File: config.mk
export PLATFORM = sky130hd
export DESIGN_NAME = pBusLatch
export DESIGN_NICKNAME = d
export VERILOG_FILES = /design/src/hw/pbusPkg.sv /design/src/hw/pBusLatch.sv
export VERILOG_INCLUDE_DIRS = /design/src /design/src/include
export SDC_FILE = /design/constraint.sdc
export NUM_CORES = 1
export LEC_CHECK = 0
export BUFFER_PORTS_ARGS = -buffer_cell sky130_fd_sc_hd__buf_2
export CAP_MARGIN = 30
export CELL_PAD_IN_SITES_DETAIL_PLACEMENT = 1
export CELL_PAD_IN_SITES_GLOBAL_PLACEMENT = 2
export CORE_MARGIN = 4
export CORE_UTILIZATION = 31
export CTS_CLUSTER_DIAMETER = 80
export CTS_CLUSTER_SIZE = 28
export DETAILED_ROUTE_END_ITERATION = 10
export PLACE_DENSITY = 0.8
export SLEW_MARGIN = 25
export SYNTH_ARGS = -nofsm -noshare
export SYNTH_HDL_FRONTEND = slang
export SYNTH_SLANG_ARGS = --single-unit
export TNS_END_PERCENT = 30
File: constraint.sdc
create_clock -name CLK_24M -period 1.68 [get_ports CLK_24M]
set_input_delay 0.168 -clock CLK_24M [delete_from_list [all_inputs] [get_ports CLK_24M]]
set_output_delay 0.168 -clock CLK_24M [all_outputs]
set_load 0.03 [all_outputs]
File: src/include/pbus_defs.svh
`ifndef PBUS_DEFS_SVH
`define PBUS_DEFS_SVH

// Shared bus width, upper byte starts here
`define PBUS_WIDTH 24
`define PBUS_UPPER_LSB 16

// Slot ranges within the 32-phase line schedule, inclusive
`define FIXT_FIRST 0
`define FIXT_LAST 2
`define IDLE_FIRST 3
`define IDLE_LAST 12
`define FP_FIRST 13
`define FP_LAST 14
`define SPRT_FIRST 15
`define SPRT_LAST 17
`define L0_FIRST 18
`define L0_LAST 27
`define L0CAP 28
`define SP_FIRST 29
`define SP_LAST 31

// Strobe phases, decoded one cycle ahead of the outputs
`define PCK2_FIRST 0
`define PCK2_LAST 1
`define PCK1_FIRST 15
`define PCK1_LAST 16
`define LOAD_A_FIRST 6
`define LOAD_A_LAST 7
`define LOAD_B_FIRST 14
`define LOAD_B_LAST 15

// Counter values seen while a slot word is on the bus
`define FP_CAP 15
`define SP_CAP 0
`define L0_READ 29

`endif

File: src/hw/pbusPkg.sv
`default_nettype none

package pbusPkg;

	// Line phase, 32 slots per schedule
	typedef logic [4:0] phase_t;

	// Fix ROM address, bit 3 (S2H1) not carried
	// {addr[16:4], addr[2:0]}
	typedef logic [15:0] fixRomAddr_t;

	// Sprite ROM address, bit 4 (CA4) not carried
	// {addr[24:5], addr[3:0]}
	typedef logic [23:0] sprRomAddr_t;

	// One bus word, read as fix tile or as sprite tile
	typedef union packed
	{
		// FIXT slot layout
		struct packed
		{
			// Upper byte, zero here or palette in FP
			logic [7:0] upper;
			// Tile bit 4
			logic tileBit4;
			// Address bits 2 to 0
			logic [2:0] line;
			// Address bits 16 to 5
			logic [11:0] tile;
		} fixView;
		// SPRT slot layout
		struct packed
		{
			// Address bits 24 to 21
			logic [3:0] hi;
			// Address bits 3 to 0
			logic [3:0] line;
			// Address bits 20 to 5, X position sits in top byte during SP
			logic [15:0] mid;
		} sprView;
	} pbusWord_u;

endpackage

`default_nettype wire

File: src/hw/pBusLatch.sv
`timescale 1ns/10ps
`default_nettype none

`include "pbus_defs.svh"

module pBusLatch
	import pbusPkg::*;
(
	input logic CLK_24M,
	input logic nCLK_24M,
	input logic [`PBUS_WIDTH-1:0] pbus,
	input logic pck1,
	input logic pck2,
	input phase_t phase,
	output fixRomAddr_t fixRom,
	output logic [3:0] fixPalOut,
	output sprRomAddr_t sprRom,
	output logic [7:0] sprPalOut,
	output logic [7:0] sprXOut
);

	// Bus seen through both views
	pbusWord_u busView;

	// Strobe history, second cycle detect
	logic pck1Seen;
	logic pck2Seen;
	// Sprite tile taken this line, X and palette still to come
	logic sprArmed;

	logic fixTake;
	logic sprTake;
	logic spTake;

	assign busView = pbus;

	// Edge that ends each strobe's second cycle
	assign fixTake = pck2 && pck2Seen;
	assign sprTake = pck1 && pck1Seen;
	// SP word on the bus right after the wrap
	assign spTake = (phase == `SP_CAP) && sprArmed;

	always_ff @(posedge CLK_24M or posedge nCLK_24M)
	begin
		if (nCLK_24M)
		begin
			pck1Seen <= 1'b0;
			pck2Seen <= 1'b0;
			sprArmed <= 1'b0;
		end
		else
		begin
			pck1Seen <= pck1;
			pck2Seen <= pck2;
			if (sprTake)
				sprArmed <= 1'b1;
			else if (spTake)
				sprArmed <= 1'b0;
		end
	end

	// Address and attribute latches
	always_ff @(posedge CLK_24M)
	begin
		// Fix ROM address, S2H1 gap closed up
		if (fixTake)
			fixRom <= {busView.fixView.tile, busView.fixView.tileBit4, busView.fixView.line};
		// Palette nibble from FP slot
		if (phase == `FP_CAP)
			fixPalOut <= busView.fixView.upper[3:0];
		// Sprite ROM address, CA4 gap closed up
		if (sprTake)
			sprRom <= {busView.sprView.hi, busView.sprView.mid, busView.sprView.line};
		// palette on upper byte, X in top of the middle field
		if (spTake)
		begin
			sprPalOut <= busView.fixView.upper;
			sprXOut <= busView.sprView.mid[15:8];
		end
	end

endmodule

`default_nettype wire

After elaboration in Yosys (flattened, before gate mapping)
Index checks and enable logic that the tools add are counted.
{ "classes": {"reduce_logical": 5, "n_eq_ne": 1, "n_mux": 2} }
{ "ops": {"columns": ["op", "n"], "rows": [
  ["$eq A5 B4 Y1 const B", 1],
  ["$logic_not A5 Y1", 1],
  ["$logic_and A1 B1 Y1", 3],
  ["$mux W1", 2],
  ["$reduce_bool A2 Y1", 1]
]} }
{ "totals": {"word_cells": 16, "reg_bits": 63} }

Logic depth before layout (Yosys ltp)
{ "logic_depth": {"word_depth": 4, "ltp_mapped": 2, "depth_no_buf": 2} }

Worst setup path after synthesis
Ideal clock, no wire load.
{ "synth_timing": {"path_type": "register to register", "from": "register pck1Seen", "to": "register sprRom[0], enable pin", "setup_ps": 379, "path_stages_with_launch": 3, "period_less_slack_ps": 1244, "setup_slack_ps": 436, "n_path_buf": 0, "required_time_ps": 1301, "arrival_ps": 865, "path_cell_list": "dfrtp_1 nand2_1 inv_1"} }
{ "synth_between": {"elab_chain_len": 1} }
{ "synth_lines": {"columns": ["item", "line", "source"], "rows": [
  ["from (decl)", "pBusLatch.sv:26", "logic pck1Seen;"],
  ["from (signal assigned)", "pBusLatch.sv:53", "pck1Seen <= pck1;"],
  ["$logic_and A1 B1 Y1", "pBusLatch.sv:39", "assign sprTake = pck1 && pck1Seen;"],
  ["named net sprTake", "pBusLatch.sv:32", "logic sprTake;"],
  ["to (signal assigned)", "pBusLatch.sv:73", "sprRom <= {busView.sprView.hi, busView.sprView.mid, busView.sprView.line};"],
  ["to (decl)", "pBusLatch.sv:17", "output sprRomAddr_t sprRom,"]
]} }
The timed path passes the listed nets, and every way through them passes these cells.
A chain may end at the register's enable or synchronous reset.

Worst setup path after layout
{ "layout_timing": {"from": "input pck1", "to": "register sprRom[0], enable pin"} }
{ "layout_between": {"elab_chain_len": 1} }
{ "layout_lines": {"columns": ["item", "line", "source"], "rows": [
  ["from (decl)", "pBusLatch.sv:12", "input logic pck1,"],
  ["$logic_and A1 B1 Y1", "pBusLatch.sv:39", null],
  ["named net sprTake", "pBusLatch.sv:32", null]
]} }
The timed path passes the listed nets, and every way through them passes these cells.

==> results.yml <==
timing:
  fin_setup_tns_ns: 0
  setup_viol: 0
  maxSlewViolCount: 0
  tightest_slew_ns: 0.3019
  rsz0062_at_grt: "false"
  fin_crit_ns: 1.215
  period_share_pct: 72.30
  hold_viol: 0
  final.setup_skew_ns: 0.003989
  slew_headroom_pct: 79.80
  fmax_ghz: 0.8233
pwr:
  vdd_drop_max_uv: 834.2
  clock_power_share_pct: 34.5
  power_frac_seq_pct: 58.0
  power.total_mw: 3.087
  p_leak_nw: 1.099
  internal_power_mw: 2.367
  power.share.switching_pct: 23.31
  p_per_area_nw_per_um2: 1134
  combPwrFrac_pct: 7.5
  switchingPower_mw: 0.7194
hold_path:
  min_from: "pbus[5]"
  min_path_type: "input port to flip-flop"
clock_tree:
  cts_tree: "yes"
  clock_path_buffers: 2
  h-tree-depth: 3
  clk_pin_slew_ns: 0.06
  cts_setup_buffers: 0
  cts_root_buf: "clkbuf_8"
  cts-buffers-inserted: 9
  cts_sinks: 63
  clkLatencyLatePin_ns: 0.32
critical_path:
  critical_path.max_fanout: 15
  startpoint_type: "input port"
  cp.arrival_ns: 1.23
  worst_ep_required_time_ns: 1.69
  critPathCaptureType: "flip-flop"
  critPathKind: "input port to flip-flop"
  critPathLaunch: "pck1"
  r2r-start: "pck1Seen"
grt:
  gr-usage-met2_pct: 18.84
  grt_max_degree: 17
  use_met1_pct: 11.64
  track_usage_pct: 11.89
  grt.busiest_layer: "met2"
  use_met3_pct: 9.461
  antenna_found_initial: 0
  overflow: 0
  grt_pass1_vias: 1237
  grt_pass1_wl_um: 6410
synthesis:
  ys_warn_count: 0
  synth_nets: 107
  syn_area_sq_um: 1936
  synthDominantCellAreaShare_pct: 93.08
  synth_area_per_cell_sq_um: 26.16
  yosys.area.top_type: "edfxtp_1"
  syn_inst: 74
  ys_seq_area_share_pct: 96.96
  synth-seq-cells: 63
  synthDistinctLibCells: 11
  synthTopCellsByArea: "edfxtp_1 (93%), dfrtp_1 (3.9%), nor3_2 (0.52%), inv_1 (0.39%), nor2_1 (0.39%)"
drt:
  drt-total-wl_um: 4234
  drt_pass1_iterations: 4
  routedWlPerCell_um: 15.98
  via_per_inst: 4.347
  vias: 1152
  drt_iter0_drc: 20
  ant_nets: 0
  drcViolationCount: 0
final_layout:
  diodes: 0
  nets: 218
  drive_gt1_share_pct: 58.95
  synthToLayoutAreaGrowth_pct: 40.59
  final_cells: 265
die:
  rows: 28
  initial_utilization_pct: 32.31
  die_height_um: 87.02
  io-pin-count: 93
  coreArea_sq_um: 5991
  die_w_um: 87.02
  dieArea_sq_um: 7572
placement:
  io_buffers: 92
  placed_cells: 246
  place.gp.congestion: 0.7390
  dp_hpwl_um: 3297
run_status:
  status: "finished clean"
job:
  cap_violations: 0
==> critical path, stage by stage <==
cell	delay [ns]
dlygate4sd3_1	0.53
buf_2	0.12
nand2_1	0.08
inv_1	0.08
buf_4	0.25
==> power by group through the flow <==
stage                     clock network [mW]  registers [mW]  logic [mW]
after floorplan                            0            1.92      0.0217
after global placement                     0            1.82       0.225
after detailed placement                   0            1.83       0.230
after CTS                               1.10            1.79       0.236
after global routing                    1.18            1.80       0.249
final                                   1.06            1.79       0.232
==> cells in the mapped netlist <==
master,n
edfxtp_1,60
nor2_1,2
nand2_1,1
dfrtp_1,3
a21oi_1,1
inv_1,2
nand4_1,1
and2_1,1
and3_1,1
a31oi_1,1
nor3_2,1
==> repair_timing <==
action,CTS,global route
gates resized for setup,0,0
hold endpoints to repair,5,0
hold buffers,3,0
==> placed cells by master, fill, tap and decap left out <==
| cell type | Yosys | layout |
|---|---|---|
| inv_1 | 2 | 2 |
| dlygate4sd3_1 | 0 | 3 |
| nor2_1 | 2 | 2 |
| clkbuf_8 | 0 | 9 |
| buf_2 | 0 | 92 |
| dfrtp_1 | 3 | 3 |
| clkinvlp_4 | 0 | 3 |
| nand4_1 | 1 | 1 |
| and3_1 | 1 | 1 |
| nand2_1 | 1 | 1 |
| clkinv_1 | 0 | 2 |
| a21oi_1 | 1 | 1 |
| nor3_2 | 1 | 1 |
| buf_4 | 0 | 5 |
| a31oi_1 | 1 | 1 |
| and2_1 | 1 | 1 |
| edfxtp_1 | 60 | 60 |
| clkinv_2 | 0 | 2 |
==> per-layer routing <==
metal | vias to the layer above | routed length [um] | part of all wire, %
li1 | 517 | - | -
met1 | 565 | 1446 | 34
met2 | 61 | 2059 | 49
met3 | 9 | 664 | 16
met4 | 0 | 65 | 1.5
met5 | - | 0 | 0
==> flip-flops by register name, indices dropped and copies added (netlist names) <==
name	count
sprXOut	8
pck2Seen	1
sprRom	24
sprArmed	1
fixRom	16
fixPalOut	4
sprPalOut	8
pck1Seen	1
==> metrics by stage <==
step,instance area (sq um),util (%),setup slack [ns],hold WS (ns)
2_1_floorplan,1936,-,0.4358,-0.07836
3_3_place_gp,2527,42.19,0.5041,0.04102
3_5_place_dp,2527,42.19,0.4816,0.05093
4_1_cts,2721,45.43,0.4808,0.01393
5_1_grt,2721,45.43,0.3827,0.01089
6_report,2721,45.43,0.4653,0.03416
==> area by class of cell <==
| cell class | instances | area (sq um) |
|---|---|---|
| fill | 618 | 3269 |
| clock buffer | 9 | 123.9 |
| clock inverter | 7 | 40.04 |
| inverter | 2 | 7.507 |
| multi-input combinational | 9 | 51.30 |
| sequential | 63 | 1877 |
| timing repair buffer | 100 | 528.0 |
| tap | 75 | 93.84 |
==> cell families after synthesis <==
logic type / after synthesis / share of synthesized area, %
DFF: 63 / 96.96
and+or+nand+nor: 7 / 2.069
AOI/OAI and AO/OA: 2 / 0.5817
buffers and inverters: 2 / 0.3880
==> worst paths after layout <==
kind	to	slack, ns	cells past startpoint
max	sprRom[0]	0.47	5
min	fixRom[9]	0.03	1
max reg2reg	sprRom[0]	0.60	3
min reg2reg	sprArmed	0.56	2
max in group asynchronous	sprArmed	1.28	3
min in group asynchronous	pck1Seen	0.26	3
Note: power is estimated with default switching activity, not from simulation.
