===== config.mk =====
export PLATFORM = sky130hd
export DESIGN_NAME = pCycleTimer
export DESIGN_NICKNAME = d
export VERILOG_FILES = /design/src/hw/pbusPkg.sv /design/src/hw/pCycleTimer.sv
export VERILOG_INCLUDE_DIRS = /design/src /design/src/include
export SDC_FILE = /design/constraint.sdc
export NUM_CORES = 1
export LEC_CHECK = 0
export BUFFER_PORTS_ARGS = -buffer_cell sky130_fd_sc_hd__buf_2
export CORE_AREA = 8 8 45 47
export CTS_CLUSTER_DIAMETER = 80
export DETAILED_ROUTE_END_ITERATION = 8
export DIE_AREA = 0 0 53 55
export PLACE_DENSITY = 0.62
export SLEW_MARGIN = 40
export SYNTH_ARGS = -nofsm -noshare
export SYNTH_HDL_FRONTEND = slang
export SYNTH_SLANG_ARGS = --single-unit

===== constraint.sdc =====
create_clock -name CLK_24M -period 3.1 [get_ports CLK_24M]
set_input_delay 0.62 -clock CLK_24M [delete_from_list [all_inputs] [get_ports CLK_24M]]
set_output_delay 0.62 -clock CLK_24M [all_outputs]
set_load 0.1 [all_outputs]

===== src/include/pbus_defs.svh =====
`ifndef PBUS_DEFS_SVH
`define PBUS_DEFS_SVH

// Shared bus width, upper byte starts here
`define PBUS_WIDTH 24
`define PBUS_UPPER_LSB 16

// Slot ranges within the 32-phase line schedule, inclusive
`define FIXT_FIRST 0
`define FIXT_LAST 2
`define IDLE_FIRST 3
`define IDLE_LAST 12
`define FP_FIRST 13
`define FP_LAST 14
`define SPRT_FIRST 15
`define SPRT_LAST 17
`define L0_FIRST 18
`define L0_LAST 27
`define L0CAP 28
`define SP_FIRST 29
`define SP_LAST 31

// Strobe phases, decoded one cycle ahead of the outputs
`define PCK2_FIRST 0
`define PCK2_LAST 1
`define PCK1_FIRST 15
`define PCK1_LAST 16
`define LOAD_A_FIRST 6
`define LOAD_A_LAST 7
`define LOAD_B_FIRST 14
`define LOAD_B_LAST 15

// Counter values seen while a slot word is on the bus
`define FP_CAP 15
`define SP_CAP 0
`define L0_READ 29

`endif


===== src/hw/pbusPkg.sv =====
`default_nettype none

package pbusPkg;

	// Line phase, 32 slots per schedule
	typedef logic [4:0] phase_t;

	// Fix ROM address, bit 3 (S2H1) not carried
	// {addr[16:4], addr[2:0]}
	typedef logic [15:0] fixRomAddr_t;

	// Sprite ROM address, bit 4 (CA4) not carried
	// {addr[24:5], addr[3:0]}
	typedef logic [23:0] sprRomAddr_t;

	// One bus word, read as fix tile or as sprite tile
	typedef union packed
	{
		// FIXT slot layout
		struct packed
		{
			// Upper byte, zero here or palette in FP
			logic [7:0] upper;
			// Tile bit 4
			logic tileBit4;
			// Address bits 2 to 0
			logic [2:0] line;
			// Address bits 16 to 5
			logic [11:0] tile;
		} fixView;
		// SPRT slot layout
		struct packed
		{
			// Address bits 24 to 21
			logic [3:0] hi;
			// Address bits 3 to 0
			logic [3:0] line;
			// Address bits 20 to 5, X position sits in top byte during SP
			logic [15:0] mid;
		} sprView;
	} pbusWord_u;

endpackage

`default_nettype wire


===== src/hw/pCycleTimer.sv =====
`timescale 1ns/10ps
`default_nettype none

`include "pbus_defs.svh"

module pCycleTimer
	import pbusPkg::*;
(
	input logic CLK_24M,
	input logic nCLK_24M,
	input logic hsync,
	output phase_t phase,
	output logic pck1,
	output logic pck2,
	output logic load,
	output logic nVcs
);

	// Inclusive range test against slot macros
	function automatic logic inSpan(input phase_t p, input int unsigned first,
		input int unsigned last);
		return (p >= first) && (p <= last);
	endfunction

	// Line phase counter
	// Held at zero through HSYNC, free-running after
	always_ff @(posedge CLK_24M or posedge nCLK_24M)
	begin
		if (nCLK_24M)
		begin
			phase <= '0;
		end
		else if (hsync)
		begin
			phase <= '0;
		end
		else
		begin
			// 5-bit wrap 31 to 0
			phase <= phase + 1'b1;
		end
	end

	// Strobes decoded from current phase, so they line up with bus word
	always_ff @(posedge CLK_24M or posedge nCLK_24M)
	begin
		if (nCLK_24M)
		begin
			pck1 <= 1'b0;
			pck2 <= 1'b0;
			load <= 1'b0;
			nVcs <= 1'b1;
		end
		else if (hsync)
		begin
			// Idle levels during sync
			pck1 <= 1'b0;
			pck2 <= 1'b0;
			load <= 1'b0;
			nVcs <= 1'b1;
		end
		else
		begin
			// Fix address latch
			pck2 <= inSpan(phase, `PCK2_FIRST, `PCK2_LAST);
			// Sprite address latch
			pck1 <= inSpan(phase, `PCK1_FIRST, `PCK1_LAST);
			// Two pulses per line
			load <= inSpan(phase, `LOAD_A_FIRST, `LOAD_A_LAST) ||
				inSpan(phase, `LOAD_B_FIRST, `LOAD_B_LAST);
			// L0 window plus the read-back cycle
			nVcs <= !inSpan(phase, `L0_FIRST, `L0CAP);
		end
	end

endmodule

`default_nettype wire


### Word level (Yosys, flattened, before mapping)

Cells that the tools add are included.

| word-level totals | value |
|---|---|
| register bits after elaboration | 9 |
| input bits | 3 |
| word-level logic and storage cells | 26 |
| output and inout port bits | 9 |

| operators by class | value |
|---|---|
| order comparisons | 9 |
| add/sub/neg operators | 1 |
| muxes and demuxes | 5 |
| reduce and logical (&&, ||, !) cells | 6 |

Operators with widths:

| kind | count |
|---|---|
| $ge A5 B4 Y1 const B | 2 |
| $le A5 B5 Y1 const B | 2 |
| $add A5 B1 Y5 const B | 1 |
| $ge A5 B3 Y1 const B | 1 |
| $ge A5 B5 Y1 const B | 1 |
| $le A5 B1 Y1 const B | 1 |
| $le A5 B3 Y1 const B | 1 |
| $le A5 B4 Y1 const B | 1 |
| $mux W5 | 1 |
| $logic_and A1 B1 Y1 | 4 |
| $mux W1 | 4 |
| $logic_not A1 Y1 | 1 |
| $logic_or A1 B1 Y1 | 1 |

### Logic depth before layout (Yosys ltp)

Gate-level depths: netlist of the first run.

| depth | value |
|---|---|
| depth in word-level cells | 4 |
| depth in mapped cells | 5 |
| gate-level depth less buffers | 5 |

### Worst setup path after synthesis of the first run

No wires, ideal clock.

| timing | value |
|---|---|
| path kind | reg-to-reg |
| start point | reg phase[0] |
| end point | reg pck1 |
| data arrival time | 1.914 ns |
| data required time | 2.989 ns |
| cell stages (with the launch flop) | 6 |
| setup slack | 1.075 ns |
| buffers on the path | 0 |
| library setup time | 0.111 ns |
| cells stage by stage | dfrtp_1 ha_1 and3_1 ha_1 inv_1 a221oi_1 |

| on the way | value |
|---|---|
| word-level cells in the longest chain between the ends | 3 |

RTL lines:

| what | RTL line | RTL |
|---|---|---|
| start, declared | pCycleTimer.sv:12 | `output phase_t phase,` |
| start signal, assigned | pCycleTimer.sv:40 | `phase <= phase + 1'b1;` |
| $ge A5 B4 Y1 / $le A5 B5 Y1 (equally long branches) | pCycleTimer.sv:22 | `return (p >= first) && (p <= last);` |
| $logic_and A1 B1 Y1 * | pCycleTimer.sv:22 |  |
| $mux W1 * | pCycleTimer.sv:54 | `else if (hsync)` |
| end signal, assigned | pCycleTimer.sv:67 | `` pck1 <= inSpan(phase, `PCK1_FIRST, `PCK1_LAST); `` |
| end, declared | pCycleTimer.sv:13 | `output logic pck1,` |

Mark *: on every way between the ends. The rest lies on a longest branch, timed or not.

### Final worst setup path of the first run

| timing | value |
|---|---|
| start point | reg phase[0] |
| end point | out phase[0] |

No word-level cell between the ends.

==> flow_summary.yaml, run 1 <==
final_layout:
  n_fill_cell: 144
  area_growth_pct: 19.22
  drive_gt1_share_pct: 28.57
  stdcell_area_um2: 535.5
  final_nets: 64
  insertedDiodeCount: 0
synth:
  ys_seq_area_share_pct: 50.42
  synth.net_count: 50
  synthDistinctLibCells: 19
  postSynth.asyncResetShare_pct: 100.0
  yosysTopAreaCell: "dfrtp_1"
  yosys-top-cells-count: "nor2_1, dfrtp_1, inv_1, ha_1"
  synth-main-ff-cell: "dfrtp_1"
  avgSynthCellArea_um2: 10.45
  ys_top_cells_by_area: "dfrtp_1, ha_1, nor2_1"
  yosysTopAreaCellShare_pct: 44.57
  ys_ff_latch: 9
  synth_edf_count: 0
  netlist_area_um2: 449.2
  syn_inst: 43
  yosys_warnings: 0
  synth_most_common_cell: "nor2_1"
clock_tree:
  clockBufferDepth: 2
  cts_hold_buf: 0
  htree_levels: 1
  insertion_delay_ns: 0.26
  post-cts-setup-buffers: 0
  cts_resized: 0
  cts-root-buf: "clkbuf_4"
  cts.clk_slew.worst_paths_ns: 0.06
  tritoncts: "yes"
  cts_sinks: 9
  cts_buffers: 3
placed_design:
  gp_congestion: 0.7877
  dp_hpwl_um: 664.1
  placed_cell_area_um2: 509.2
  portBuffers: 11
global_route:
  grtUsageTotal_pct: 7.658
  grt_remaining_overflow: 0
  antenna_found_initial: 0
  grt_max_degree: 10
  grt_pass1_vias: 362
  grt_pass1_wl_um: 1621
sta:
  finalCritPeriodShare_pct: 59.71
  max_freq_mhz: 540.2
  final-setup-viol-count: 0
  timing.hold.ws_ns: 0.3035
  hold_viol_final: 0
  slew_viol_final: 0
  skew_ns: 0.004653
  tightest_slew_ns: 0.4900
  tns_ns: 0
  finalCriticalPeriod_ns: 1.851
  slew-limit-headroom_pct: 67.55
  rsz0062_at_grt: "false"
setup_path:
  crit_required_ns: 2.48
  crit_family: "flip-flops"
  end_kind: "output pin"
  worstPathArrival_ns: 1.23
  slowest_stage: "dfrtp_1"
  worstSetupPathType: "flip-flop to output pin"
  critPathMaxFanout: 8
  critical_path.startpoint_type: "flip-flop"
  reg2reg_slack_ns: 1.63
  path_cells: "buf_2"
  cp_slowest_stage_delay_ns: 0.49
  crit_buf_inv: 1
detailed_routing:
  wl_per_cell_um: 12.58
  avgViaCountPerCell: 4.764
  drc: 0
  first_pass_iters: 3
  drt_iter0_markers: 2
  ant_nets: 0
  postRouteWirelength_um: 906
  via_count: 343
die:
  io_pins: 12
  die_y_um: 55
  coreArea_um2: 1384
  fp.dieArea_um2: 2915
  dieWidth_um: 53
  start_util_pct: 32.46
  placementRows: 14
pwr:
  finalPower_mw: 0.2803
  power_density_nw_per_um2: 523.4
  vdd_drop_max_v: 0.0003235
  power_leakage_nw: 0.2711
min_path:
  hold_class: "input port to asynchronous set/reset pin"
job:
  max_cap_violations: 0
run_status:
  status: "finished clean"
-- sequential cells by signal, indices dropped and copies added, names as in the netlist --
name	flops
pck2	1
nVcs	1
pck1	1
phase	5
load	1
-- worst register-to-register path, delay by kind of cell, from the launching register on --
family,cells,cell delay (ns)
flip-flops,1,0.49
adder cells (fa/ha/maj),2,0.40
AND/OR/NAND/NOR,3,0.48
-- metal layers --
| layer | wire length [µm] | track usage [%] | vias up | part of all wire (%) |
|---|---|---|---|---|
| li1 | - | - | 170 | - |
| met5 | 0 | 0 | - | 0 |
| met2 | 401 | 11.91 | 12 | 44 |
| met1 | 378 | 7.776 | 157 | 42 |
| met4 | 13 | 3.879 | 0 | 1.4 |
| met3 | 112 | 5.080 | 4 | 12 |
-- stage by stage --
step	cells	util, %	setup slack, ns
after CTS	72	38.70	1.238
after global placement	68	36.80	1.531
after detailed placement	68	36.80	1.523
after floorplan	43	-	1.075
final	72	38.70	1.249
after global routing	72	38.70	1.199
-- logic make-up (layout without fill, tap and decap cells) --
logic type | after synthesis | count (layout) | share of synthesized area [%]
xor gates and xnor gates | 2 | 2 | 3.900
and+or+nand+nor | 17 | 17 | 17.83
DFF | 9 | 9 | 50.42
adders and majority gates | 4 | 4 | 11.14
buffers and inverters | 7 | 20 | 7.520
AOI/OAI and AO/OA | 4 | 4 | 9.192
-- cell usage in the layout (no fill, tap or decap) --
cell type and count:
nor2_1 9, a221oi_1 1, dfrtp_1 8, nor4_1 2, clkbuf_4 3, nor2b_1 1, xnor2_1 1, and3_1 1
dfstp_2 1, a21oi_1 1, nor4b_1 1, inv_1 5, nand2_1 2, xor2_1 1, buf_2 11, nand3_1 1
clkbuf_1 1, ha_1 4, a41oi_2 1, a2111o_1 1
-- layout make-up --
class / instances / area (µm²) / share of cell area, %
flip-flops and latches: 9 / 226.5 / 42.29
multi-input cells: 27 / 188.9 / 35.28
repair buffers: 11 / 55.05 / 10.28
clock buffers: 4 / 26.28 / 4.907
well taps: 16 / 20.02 / 3.738
inverters: 5 / 18.77 / 3.505
-- path summary, 6_finish.rpt --
| kind | cells past startpoint | end | startpoint |
|---|---|---|---|
| max | 1 | phase[0] | phase[0]$_DFF_PP0_ |
| min | 2 | load$_DFF_PP0_ | nCLK_24M |
| max reg2reg | 5 | load$_DFF_PP0_ | phase[0]$_DFF_PP0_ |
| min reg2reg | 1 | pck2$_DFF_PP0_ | phase[4]$_DFF_PP0_ |
| max in group asynchronous | 2 | nVcs$_DFF_PP1_ | nCLK_24M |
| min in group CLK_24M | 1 | pck2$_DFF_PP0_ | phase[4]$_DFF_PP0_ |
-- power by group --
| part | total, mW | switching, mW | internal [mW] |
|---|---|---|---|
| clock | 0.0894 | 0.0398 | 0.0495 |
| combinational | 0.0615 | 0.0503 | 0.0112 |
| sequential | 0.129 | 0.00712 | 0.122 |
Power figures use the tool's default switching activity.
==> run 2, diff against run 1 <==
--- a/config.mk
+++ b/config.mk
@@ -11,7 +11,7 @@
 export CTS_CLUSTER_DIAMETER = 80
 export DETAILED_ROUTE_END_ITERATION = 8
 export DIE_AREA = 0 0 53 55
-export PLACE_DENSITY = 0.62
+export PLACE_DENSITY = 0.64
 export SLEW_MARGIN = 40
 export SYNTH_ARGS = -nofsm -noshare
 export SYNTH_HDL_FRONTEND = slang
==> constraint.sdc (replaced) <==
create_clock -name CLK_24M -period 1.57 [get_ports CLK_24M]
set_input_delay 0.314 -clock CLK_24M [delete_from_list [all_inputs] [get_ports CLK_24M]]
set_output_delay 0.314 -clock CLK_24M [all_outputs]
set_load 0.1 [all_outputs]
==> run 2 against run 1 <==
Net effect:
- power grew 100%
- first-iteration DRC count grew 50%
- non-clock buffer count grew 1
- cell area grew 5.1%
- clock skew shrank 0.0012 ns
- routed wire length grew 1.4%
- worst hold slack lost 0.30 ns
- clock power grew 98%
- sequential power grew 99%
- core utilization grew 2.0 points
- sequential cell count is the same
- setup slack lost 1.2 ns
- highest routed layer unchanged
==> flow_summary.yaml, run 2 (synthesis gave the netlist of run 1 again) <==
sta:
  tightest_slew_ns: 0.4973
  rsz0062_at_grt: "false"
  finalCriticalPeriod_ns: 1.493
  skew_ns: 0.003454
  final-setup-viol-count: 0
  max_freq_mhz: 669.7
  hold_viol_final: 0
  slew_viol_final: 0
  slew-limit-headroom_pct: 67.07
  timing.hold.ws_ns: 0.007187
  tns_ns: 0
  finalCritPeriodShare_pct: 95.11
detailed_routing:
  drt_iter0_markers: 3
  wl_per_cell_um: 12.59
  ant_nets: 0
  postRouteWirelength_um: 919
  drc: 0
  via_count: 345
  first_pass_iters: 2
  avgViaCountPerCell: 4.726
global_route:
  grt_max_degree: 10
  grt_remaining_overflow: 0
  grt_pass1_wl_um: 1490
  grtUsageTotal_pct: 7.084
  grt_pass1_vias: 335
  antenna_found_initial: 0
setup_path:
  critPathMaxFanout: 1
  crit_family: "flip-flops"
  crit_required_ns: 1.26
  worstPathArrival_ns: 1.18
  reg2reg_from: "phase[1]$_DFF_PP0_"
  r2r_end: "load$_DFF_PP0_"
  slowest_stage: "dfstp_2"
  worstSetupPathType: "flip-flop to output pin"
  r2r_cells: 5
  reg2reg_slack_ns: 0.13
  end_kind: "output pin"
  critical_path.startpoint_type: "flip-flop"
  cp_slowest_stage_delay_ns: 0.51
  crit_buf_inv: 1
  path_cells: "buf_2"
final_layout:
  largest_reg_flops: 5
  utilization_pct: 40.69
  drive_gt1_share_pct: 40.35
  area_growth_pct: 25.35
  layout_commonest_cell: "buf_2"
  mostFrequentLayoutCells: "buf_2, nor2_1, inv_1"
  top_register: "phase"
  insertedDiodeCount: 0
  finalNonFillerCells: 73
  final_nets: 65
  stdcell_area_um2: 563.0
placed_design:
  dp_hpwl_um: 717.7
  gp_congestion: 0.7666
  portBuffers: 11
  placed_cell_area_um2: 528.0
  dp.cells: 69
clock_tree:
  cts_hold_buf: 0
  clockBufferDepth: 2
  cts_buffers: 3
  tritoncts: "yes"
  post-cts-setup-buffers: 0
  cts.clk_slew.worst_paths_ns: 0.06
  insertion_delay_ns: 0.25
  htree_levels: 1
  cts_sinks: 9
  cts-root-buf: "clkbuf_4"
pwr:
  power_leakage_nw: 0.2690
  power_density_nw_per_um2: 997.3
  vdd_drop_max_v: 0.0004244
die:
  io_pins: 12
  start_util_pct: 32.46
  die_y_um: 55
  placementRows: 14
  coreArea_um2: 1384
  dieWidth_um: 53
  fp.dieArea_um2: 2915
min_path:
  hold_class: "input port to asynchronous set/reset pin"
job:
  max_cap_violations: 0
run_status:
  status: "finished clean"
[run 2: power breakdown]
part / internal, mW / leakage [nW] / switching [mW]
Sequential: 0.245 / 0.111 / 0.0121
Combinational: 0.0248 / 0.143 / 0.103
Clock: 0.0978 / 0.0150 / 0.0794
Total: 0.367 / 0.269 / 0.194
[run 2: worst max-delay path by stage]
stage                  startpoint        endpoint  slack, ns  depth (start not counted)
6_report           nVcs$_DFF_PP1_            nVcs       0.08                          1
5_1_grt            nVcs$_DFF_PP1_            nVcs       0.04                          1
4_1_cts        phase[0]$_DFF_PP0_        phase[0]      0.008                          2
3_5_place_dp   phase[1]$_DFF_PP0_  load$_DFF_PP0_       0.15                          5
3_3_place_gp   phase[1]$_DFF_PP0_  load$_DFF_PP0_       0.17                          5
2_1_floorplan  phase[1]$_DFF_PP0_  pck1$_DFF_PP0_       0.02                          5
[run 2: timing repair]
action | in CTS | in global routing
setup endpoints to repair | 0 | 2
hold endpoints to repair | 0 | 0
resized for setup | 0 | 2
[run 2: cell type report]
cell class | instances | area (µm²)
clock buffers | 4 | 26.28
fillers | 141 | 820.8
inverters | 5 | 18.77
multi-input cells | 27 | 195.2
flip-flops and latches | 9 | 237.7
well taps | 16 | 20.02
repair buffers | 12 | 65.06
[run 2: per-stage QoR]
step / worst slack, ns / total power, mW
floorplan: 0.01533 / 0.3659
global placement: 0.1730 / 0.3861
detailed placement: 0.1505 / 0.3876
CTS: 0.007538 / 0.5683
global route: 0.03963 / 0.5964
finish: 0.07678 / 0.5615
[run 2: metal layers]
layer  vias up  GRT usage, %  wire length (µm)  share of wire [%]
met3         2         1.604                57                6.2
met5         -             0                 0                  0
met4         0         5.172                19                2.1
li1        172             -                 -                  -
met2         7         12.30               480                 52
met1       164         7.396               362                 39
